### src/lu_defs.svh
`ifndef LU_DEFS_SVH
`define LU_DEFS_SVH

// matrix dimension
`define LU_N 4

// bits per real or imaginary component
`define LU_DW 16

// fraction bits of the fixed point format
`define LU_FRAC 10

// row address width, enough for LU_N rows
`define LU_AW 2

`endif

### src/lu_pkg.sv
`default_nettype none

`include "lu_defs.svh"

package lu_pkg;

  typedef logic [2*`LU_DW*`LU_N-1:0] row_t;  // element j at bits j*2*LU_DW
  typedef logic [`LU_AW-1:0]         row_addr_t;

  typedef enum logic [2:0] {
    IDLE,
    PIVOT,
    RECIP,
    UPDATE,
    EMIT,
    DONE
  } lu_state_t;

endpackage

`default_nettype wire

### src/lu_row_mem.sv
`timescale 1ns/1ps
`default_nettype none

`include "lu_defs.svh"

module lu_row_mem (
  input  wire logic              clk_i,
  input  wire logic              host_we_i,
  input  wire lu_pkg::row_addr_t host_addr_i,
  input  wire lu_pkg::row_t      host_row_i,
  input  wire logic              rd_en_i,
  input  wire lu_pkg::row_addr_t rd_addr_i,
  output lu_pkg::row_t           rd_row_o,
  input  wire logic              wr_en_i,
  input  wire lu_pkg::row_addr_t wr_addr_i,
  input  wire lu_pkg::row_t      wr_row_i
);
  lu_pkg::row_t mem [`LU_N];

  always_ff @(posedge clk_i) begin
    if (wr_en_i) begin
      mem[wr_addr_i] <= wr_row_i;  // engine wins
    end else if (host_we_i) begin
      mem[host_addr_i] <= host_row_i;
    end
    if (rd_en_i) begin
      rd_row_o <= mem[rd_addr_i];
    end
  end

endmodule

`default_nettype wire

### config.mk
export PLATFORM = sky130hd
export DESIGN_NAME = lu_row_mem
export DESIGN_NICKNAME = d
export VERILOG_FILES = /design/src/lu_pkg.sv /design/src/lu_row_mem.sv
export VERILOG_INCLUDE_DIRS = /design/src
export SDC_FILE = /design/constraint.sdc
export NUM_CORES = 1
export LEC_CHECK = 0
export BUFFER_PORTS_ARGS = -buffer_cell sky130_fd_sc_hd__buf_2
export CAP_MARGIN = 0
export CORE_ASPECT_RATIO = 1.1
export CORE_UTILIZATION = 35
export CTS_CLUSTER_DIAMETER = 50
export DETAILED_ROUTE_END_ITERATION = 10
export GPL_TIMING_DRIVEN = 0
export PLACE_DENSITY = 0.62
export SYNTH_ARGS = -nofsm -noshare
export SYNTH_HDL_FRONTEND = slang
export SYNTH_SLANG_ARGS = --single-unit
### constraint.sdc
create_clock -name clk_i -period 14.4 [get_ports clk_i]
set_clock_uncertainty 0.05 [all_clocks]
set_input_delay 2.88 -clock clk_i [delete_from_list [all_inputs] [get_ports clk_i]]
set_output_delay 2.88 -clock clk_i [all_outputs]
set_load 0.05 [all_outputs]
==> results.md, run 1 <==
Floorplan:
- The row count is 101.
- a little under 400 I/O pins were placed.
- The effective utilization at floorplan is 0.354.
- The die covers 0.0710 sq mm.
- The chip height is 279 um.
- The core box area is between 0.06 and 0.07 sq mm.
- Measured along the x axis, the die boundary spans 254 um.

Clocking:
- The post-CTS clock slew at the launch and capture registers of the worst setup and hold paths is ~0.06 ns.
- TritonCTS built the clock tree.
- In this run, CTS created clock tree buffers numbering 69.
- The H-tree was split into 3 levels.
- The post-CTS setup buffer count is 0.
- The post-cts repair resize count is 0.
- For the worst-skew pair, the clock arrives at the later sink with an insertion delay of 0.59 ns.
- The hold buffer count at CTS is 0.
- Counting every sink on the clock net gives 640.
- The cell sitting at the root of the clock tree is a clkbuf_16.
- The maximum root-to-sink buffer count is 3.

Critical path:
- In this run the critical register-to-register path is launched from mem[3][95]$_DFFE_PP_.
- The critical path contains buffers and inverters numbering 4 combined.
- The slowest stage of the critical path is the o21ai_4 cell.
- The worst setup path is captured at a flip-flop.
- The number of cells on the critical path is 6.
- The reg2reg setup slack is 13.23 ns.
- At the worst endpoint, the required time is 14.63 ns.
- The reg-to-reg critical path endpoint is rd_row_o[95]$_DFFE_PP_.
- The kind of cell with the highest combined delay along the critical path is buffers and inverters.
- The arrival time reported for the critical path endpoint is 4.50 ns.
- By startpoint and endpoint, the worst setup path is classified as in -> reg.
- The destination of the critical timing path is mem[3][23]$_DFFE_PP_.
- Traced cell by cell, the critical path runs through buf_2 > nand3_1 > o21ai_4 > buf_16 > buf_12 > buf_12.
- The largest single stage delay on the critical path is 0.66 ns.
- Of all nets on the critical path, the largest fanout is 20.
- Counting stages on the worst path, the most repeated cell is buf_12.
- The sort of element at the start of the critical path is an input pin.
- The worst-case reg-to-reg path depth is 1.
- The launch point of the worst path is host_we_i.

STA:
- The hold violation total from the final report is 0.
- The max-slew headroom at the worst pin is 0.457.
- Setup violations remaining at the end of the flow were counted as 0.
- Setup repair after global routing left no endpoint under its margin.
- Dividing the final minimum period by the clock period gives 0.297.
- The total negative slack for setup checks is 0 ns.
- The final max-slew violation count is 0.
- The worst path in the final design needs a cycle of 4.27 ns, including I/O delays and setup.
- Derived from the worst setup path, the maximum achievable clock frequency is 0.234 GHz.
- The transition time at the pin with the least slew margin is 0.812 ns.

Synthesis:
- Of all cell types, the one taking the most synthesized area is edfxtp_1.
- Synthesis instantiated 17 different standard cells from the library.
- The simple-gate share of the synthesized area is 0.00240.
- The fraction of the mapped netlist area in adder cells is 0.
- The mux contribution to synthesized area is 0.195.
- Synthesis produced a netlist whose cell count is 952.
- The post-synthesis compound-gate area fraction is 0.00107.
- The top cell type's share of synthesized area is 0.786.
- The post-synth design cell area is approximately 0.024 sq mm.
- The share of the Yosys chip area taken by registers is 0.786.
- By area the synthesized netlist is led by edfxtp_1 79%, mux4_2 12%, mux2_4 7.4%, buf_6 1.2%, mux2_2 0.37%.
- The count of yosys warnings during synthesis is 0.
- Of the total synthesized cell area, the portion taken by XOR and XNOR cells is 0.
- The net count after synthesis is 1218.
- The dominant combinational cell family by area after synthesis is multiplexers.
- In this run, synthesis produced a sequential element count of 640.
- The average footprint of a synthesized cell is 25.7 sq um.

Global routing:
- The via count of the first global-routing pass is 12000.
- The overall routing resource usage is 0.142.
- The maximum number of pins on one net before global-route repair is slightly below 70.
- The first global-routing pass estimated 73200 um of wire.
- The number of antenna violations at the first check in global routing came to 1.
- The remaining global-route overflow is 0.

Finish:
- The final design instance area without fill is between 0.03 and 0.04 sq mm.
- In the final design database the tool counted 1703 nets.
- The utilization after layout is 0.438.
- Compared with the post-synthesis result, the final layout area differs by 23.9%.
- In the final layout, the share of cells above drive strength 1 is 0.543.
- Counting the fill cells in the layout gives 5948.
- The multi-input logic area is 0.00491 sq mm.
- Registers take 0.0192 sq mm.

Detailed routing:
- The overall via count from detail_route is 11300.
- The number of design-rule violations left by the first detailed-router iteration is 604.
- Using the TritonRoute via totals, the vias-per-cell ratio works out to 4.70.
- The detail route stage leaves a number of antenna-violating nets equal to 0.
- In the routed design, unresolved DRC markers number 0.
- The number of search-and-repair iterations in the first detailed-routing pass is 5.
- Dividing the detail-routed wire length by the instance count gives 20.8 um.
- The final wirelength is 50300 um.

Place:
- The HPWL after detailed placement is between 30000 and 40000 um.
- The placement-stage cell area is around 0.028 sq mm.
- The count of buffers added on input and output ports is 390.
- Routability-driven placement finished with a final weighted congestion of approximately 0.68.

Pwr:
- The worst ir drop on vdd is 0.0754 mV.
- The leakage component of the power is 11.0 nW.
- The power per cell area is about 150 mW/mm^2.

Min path:
- The path type of the worst min-delay path is reg -> reg.

Flow run:
- Across the run, the number of max-cap violations was 0.

Run status:
- The run finished with clean final reports.
==> cells by family after synthesis <==
kind of cell	Yosys count
flops	640
mux	256
buf+inv	43
simple gates	9
compound gates	4
==> Yosys cell counts <==
cell type  number
edfxtp_1      640
mux2_2          8
clkbuf_1        5
mux4_2        128
nand3_1         2
mux2_4        120
nand2_1         2
buf_4           3
nand2b_4        1
o21ai_0         2
buf_6          27
a21o_1          1
buf_2           8
nor4b_1         1
o32ai_1         1
nand3b_1        2
nor2_1          1
==> per-layer routing <==
layer	GRT usage	wire length (um)	vias up
met2	0.247	26200	340
met3	0.0349	3140	60
met1	0.171	19900	5907
met5	0	11	-
li1	-	-	5039
met4	0.0470	989	2
==> power by group <==
group / switching, W / total, W / internal (W)
Clock: 0.000710 / 0.00168 / 0.000972
Combinational: 0.000278 / 0.000460 / 0.000181
Sequential: 0.0000340 / 0.00227 / 0.00223
==> metrics by stage <==
step	hold slack [ns]	setup slack [ns]	cells	power, W
final	0.565	10.13	2414	0.00441
after global routing	0.572	10.06	2413	0.00457
after CTS	0.568	10.14	2413	0.00447
after detailed placement	0.567	9.50	2293	0.00278
after global placement	0.561	-8.26	2269	0.00279
after floorplan	0.559	1.00	952	0.00262
==> placed cells by master, fill, tap and decap left out, types with 3 or more instances in the layout <==
cell type	count
edfxtp_1	640
buf_2	397
mux4_2	128
mux2_4	120
clkbuf_16	72
buf_6	27
clkbuf_1	17
clkinv_1	14
buf_12	10
buf_16	9
mux2_2	8
clkinv_2	7
buf_8	6
buf_4	3
clkinv_8	3
inv_6	3
bufinv_16	3
clkinvlp_4	3
==> final cells by class <==
cell class	count	share of cell area
antenna	1	0.0000826
buffer	43	0.0127
clock buffer	84	0.0609
clock inverter	36	0.0100
multi-input combinational	269	0.162
sequential	640	0.634
tap	927	0.0383
timing repair buffer	414	0.0820
==> worst min-delay path by stage <==
| stage | from | end | slack, ns | depth (start not counted) |
|---|---|---|---|---|
| 6_report | mem[0][94]$_DFFE_PP_ | rd_row_o[94]$_DFFE_PP_ | 0.57 | 1 |
| 5_1_grt | mem[0][94]$_DFFE_PP_ | rd_row_o[94]$_DFFE_PP_ | 0.57 | 1 |
| 4_1_cts | mem[1][53]$_DFFE_PP_ | rd_row_o[53]$_DFFE_PP_ | 0.57 | 1 |
| 3_5_place_dp | mem[2][93]$_DFFE_PP_ | rd_row_o[93]$_DFFE_PP_ | 0.57 | 1 |
| 3_3_place_gp | mem[0][34]$_DFFE_PP_ | rd_row_o[34]$_DFFE_PP_ | 0.56 | 1 |
| 2_1_floorplan | mem[2][0]$_DFFE_PP_ | rd_row_o[0]$_DFFE_PP_ | 0.56 | 1 |
==> state kept, by name (all words and copies together) (netlist names) <==
| signal | count |
|---|---|
| mem | 512 |
| rd_row_o | 128 |
Note: power is estimated with default switching activity, not from simulation.
==> inputs of run 2 (changes only) <==
--- a/config.mk
+++ b/config.mk
@@ -6,6 +6,7 @@
 export SDC_FILE = /design/constraint.sdc
 export NUM_CORES = 1
 export LEC_CHECK = 0
+export ABC_AREA = 1
 export BUFFER_PORTS_ARGS = -buffer_cell sky130_fd_sc_hd__buf_2
 export CAP_MARGIN = 0
 export CORE_ASPECT_RATIO = 1.1
@@ -13,7 +14,7 @@
 export CTS_CLUSTER_DIAMETER = 50
 export DETAILED_ROUTE_END_ITERATION = 10
 export GPL_TIMING_DRIVEN = 0
-export PLACE_DENSITY = 0.62
+export PLACE_DENSITY = 0.63
 export SYNTH_ARGS = -nofsm -noshare
 export SYNTH_HDL_FRONTEND = slang
 export SYNTH_SLANG_ARGS = --single-unit
==> constraint.sdc (replaced) <==
create_clock -name clk_i -period 3.6 [get_ports clk_i]
set_clock_uncertainty 0.05 [all_clocks]
set_input_delay 0.72 -clock clk_i [delete_from_list [all_inputs] [get_ports clk_i]]
set_output_delay 0.72 -clock clk_i [all_outputs]
set_load 0.05 [all_outputs]
==> run 2 against run 1 <==
Via count rose by 53%. Final cell count grew 48%. Clock power grew to 4.3 times the previous value. Combinational power increased to 4.7 times the previous value. Core utilization decreased by 0.19 points. Sequential cell count did not move. Synthesized cell count increased by 120%. Clock-buffer cell count grew 4. Power grew to 4.2 times the previous value. Hold slack worse by 0.15 ns. Setup slack got worse by 9.2 ns.
==> results.md, run 2 <==
STA:
- The hold violation total from the final report is 0.
- In the post-route analysis, the smallest setup slack over all paths is 0.900 ns.
- The final max-slew violation count came to 0.
- The max-slew headroom at the worst pin is 0.235.
- The shortest clock period the worst path allows after layout is ~2.7 ns.
- Setup repair after global routing left no endpoint under its margin.
- The achievable clock frequency is 0.370 GHz.
- The setup-violating endpoint count in the final report is 0.
- Of the available clock period, the critical path in the final layout requires 0.750.
- For the pin with the worst max-slew slack, the measured transition is 1.15 ns.

Critical path:
- On the worst path, the slowest cell contributes a delay of 0.74 ns.
- Along the worst path, the maximum fanout reaches 24.
- At the worst endpoint, the required time is 3.84 ns.
- Walking the worst path, the cells encountered are buf_2 > inv_2 > clkbuf_1 > nand3_1 > nand3_2 > nor2_4 > buf_12 > buf_12 > buf_16.
- The buffering stage count on the worst path with inverters included is 6.
- The cell class contributing the biggest share of worst-path delay is buffers and inverters.
- The worst-case reg-to-reg path depth is 4.
- The worst setup path is launched from an input pin.
- The largest individual stage delay along the critical path comes from the cell nor2_4.
- The startpoint-to-endpoint class of the critical path is in -> reg.
- The cell seen most often among critical-path stages is buf_12.
- The arrival time reported for the critical path endpoint is a little under 3 ns.
- The worst setup path is captured at a flip-flop.
- The number of cells on the critical path is 9.

Synthesis:
- Of all flip-flops after synthesis, the portion carrying an async set or reset was 0.
- By area the synthesized netlist is led by edfxtp_1 74%, nand2_1 7.5%, inv_1 3.7%, o211ai_1 3.7%, nand3_1 2.6%.
- Summing every instance area after synthesis gives 0.0260 sq mm.
- The mux contribution to synthesized area is 0.
- The commonest cells after synthesis are 640 x edfxtp_1, 517 x nand2_1, 259 x inv_1.
- Of the total synthesized cell area, the portion taken by AND, OR, NAND and NOR gates is 0.101.
- The average footprint of a synthesized cell is 12.6 sq um.
- The most frequently used cell type in the post-synthesis netlist is edfxtp_1.
- The share of synthesized area in the top cell type comes to 0.740.
- For this run, the number of Yosys warnings is 0.
- The XOR/XNOR share of the synthesized area is 0.
- The net count after synthesis is approximately 2300.
- The share of the Yosys chip area taken by registers is 0.740.
- The post-synthesis compound-gate area fraction was 0.0864.
- The cell count after synthesis came out at 2067.
- After synthesis the netlist holds a flip-flop and latch count of 640.
- The dominant cell type by area after synthesis is edfxtp_1.
- The post-synthesis cell type count is 19.
- The top flip-flop cell by instance count after synthesis is edfxtp_1.
- The count of flip-flops with a built-in enable after synthesis is 640.
- Of the total synthesized cell area, the portion taken by full adders, half adders and majority gates is 0.
- The dominant combinational cell family by area after synthesis is simple AND/OR/NAND/NOR gates.

Clocking:
- The post-CTS clock slew at the launch and capture registers of the worst setup and hold paths is 0.06 ns.
- The post-cts repair resize count is 0.
- The clock tree synthesis step divided the H-tree into 3 levels.
- TritonCTS built the clock tree.
- Clock tree synthesis selected as its root buffer the cell clkbuf_16.
- Clock tree synthesis found a total of 640 sinks.
- The number of buffers created by CTS is 71.
- The clock reaches the later pin of the worst-skew pair after about 0.60 ns.
- Buffers added to address setup during post-CTS repair amount to 0.
- After clock tree synthesis, the flow added hold-fix buffers numbering 0.
- The clock passes through at most 3 buffers.

Detailed routing:
- In this run, the number of DRC markers left after iteration 0 of detailed routing was about 1300.
- The routed layout has 17300 vias.
- The final wirelength is 70000 um.
- The pre-antenna-repair detailed-routing pass consisted of 6 iterations.
- Dividing the detail-routed wire length by the instance count gives 19.6 um.
- Using the TritonRoute via totals, the vias-per-cell ratio works out to a little under 5.
- The antenna violation net count after detailed routing is 0.
- After detailed routing, the number of remaining DRC violations is 0.

Run status:
- The run finished with clean final reports.

Floorplan:
- The total area inside the core boundary comes to 0.0733 sq mm.
- The area enclosed by the die boundary is 0.0753 sq mm.
- The chip height is 288 um.
- The effective utilization at floorplan is 0.354.
- Measured along the x axis, the die boundary spans ~260 um.
- The row count is 104.
- The number of top-level pins is 394.

Pwr:
- The power per cell area is 581 mW/mm^2.
- The worst ir drop on vdd is 0.324 mV.
- Of the total power, registers draw 0.500.
- The total internal power is 0.0139 W.
- The switching part of the total is 0.252.
- The leakage component of the power is 13.2 nW.
- The share of total power dissipated in combinational logic is 0.115.
- The share of power burned in the clock network is 0.385.
- The switching power summed over all nets is 0.00468 W.

Global routing:
- Entering global routing, the biggest net connects roughly 70 pins.
- The via count of the first global-routing pass is 17300.
- The first global-routing pass estimated ~100000 um of wire.
- The number of antenna violations at the first check in global routing is 1.
- Across every metal layer, demand over resource in global routing totals 0.184.
- The remaining global-route overflow is 0.

Finish:
- The final design instance area without fill is between 0.03 and 0.04 sq mm.
- The register with the most flip-flops in the layout has 512 of them.
- The post-synthesis to final-layout area growth is 23.2%.
- The top cell types in the final layout, fill and taps aside, are 640 x edfxtp_1, 513 x nand2_1, 426 x buf_2.
- The register bank with the most flops is mem.
- The fraction of final layout cells with drive strength greater than 1 is 0.239.
- The filler cells instantiated in the layout total 6613.
- In the final layout, the registers with the most flip-flops are mem (512), rd_row_o (128).
- After the last flow step, the layout net total stands at 2817.
- Leaving out fill and tap cells, the most frequent cell in the layout is edfxtp_1.

Place:
- The global placer's final weighted congestion is around 0.82.
- The number of buffers added on ports is 390.
- The placement-stage cell area is approximately 0.030 sq mm.
- The HPWL after detailed placement is roughly 47000 um.
- The pre-CTS setup slack is 0.255 ns.

Min path:
- The instance count along the most critical hold path is 3.
- The path type of the worst min-delay path is in -> reg.

Flow run:
- The number of maximum-capacitance constraint violations is 0.
run 2: power groups by stage:
| stage | clock (W) | sequential (W) | combinational, W |
|---|---|---|---|
| 5_1_grt | 0.00757 | 0.00934 | 0.00233 |
| 6_report | 0.00715 | 0.00929 | 0.00214 |
| 3_5_place_dp | 0 | 0.00944 | 0.00216 |
| 4_1_cts | 0.00729 | 0.00929 | 0.00217 |
| 2_1_floorplan | 0 | 0.00986 | 0.000853 |
| 3_3_place_gp | 0 | 0.00946 | 0.00202 |
run 2: path summary, 6_finish.rpt:
check	start	to	slack (ns)
min reg2reg	mem[0][94]$_DFFE_PP_	rd_row_o[94]$_DFFE_PP_	0.47
min	wr_row_i[30]	mem[1][30]$_DFFE_PP_	0.42
max	wr_en_i	mem[1][50]$_DFFE_PP_	0.90
max reg2reg	mem[3][99]$_DFFE_PP_	rd_row_o[99]$_DFFE_PP_	2.59
run 2: area by class of cell:
cell class | instances | area (sq um) | area share
Clock buffer | 88 | 1930 | 0.0602
Timing Repair Buffer | 411 | 2420 | 0.0758
Multi-Input combinational cell | 1039 | 4920 | 0.154
Tap cell | 954 | 1190 | 0.0373
Antenna cell | 1 | 2.50 | 0.0000782
Clock inverter | 40 | 395 | 0.0124
Inverter | 260 | 976 | 0.0305
Sequential cell | 640 | 19200 | 0.601
Buffer | 128 | 923 | 0.0289
run 2: logic make-up (layout without fill, tap and decap cells):
family	after synthesis	after routing
AOI/OAI and AO/OA	384	384
other	0	1
buffers and inverters	388	927
and+or+nand+nor	655	655
DFF	640	640
run 2: tightest hold or removal path, delay by kind of cell:
| family | cells | cell delay [ns] |
|---|---|---|
| simple gates | 2 | 0.14 |
| buf+inv | 1 | 0.08 |
run 2: stage by stage:
| step | utilization | hold slack (ns) | TNS [ns] | std cells | total power, W |
|---|---|---|---|---|---|
| after global placement | 0.398 | 0.452 | -989.33 | 3411 | 0.0115 |
| after floorplan | - | 0.444 | 0 | 2067 | 0.0107 |
| after global routing | 0.437 | 0.417 | 0 | 3560 | 0.0192 |
| after CTS | 0.437 | 0.370 | 0 | 3560 | 0.0188 |
| final | 0.437 | 0.415 | 0 | 3561 | 0.0186 |
| after detailed placement | 0.405 | 0.460 | 0 | 3432 | 0.0116 |
run 2: per-layer routing:
metal  share of wire  up-vias  global-route usage  wire [um]
li1                -     8188                   -          -
met1            0.41     8441               0.232      28600
met2            0.51      587               0.321      35800
met3           0.057      101              0.0269       3970
met4           0.024        0              0.0618       1660
met5               0        -                   0          0
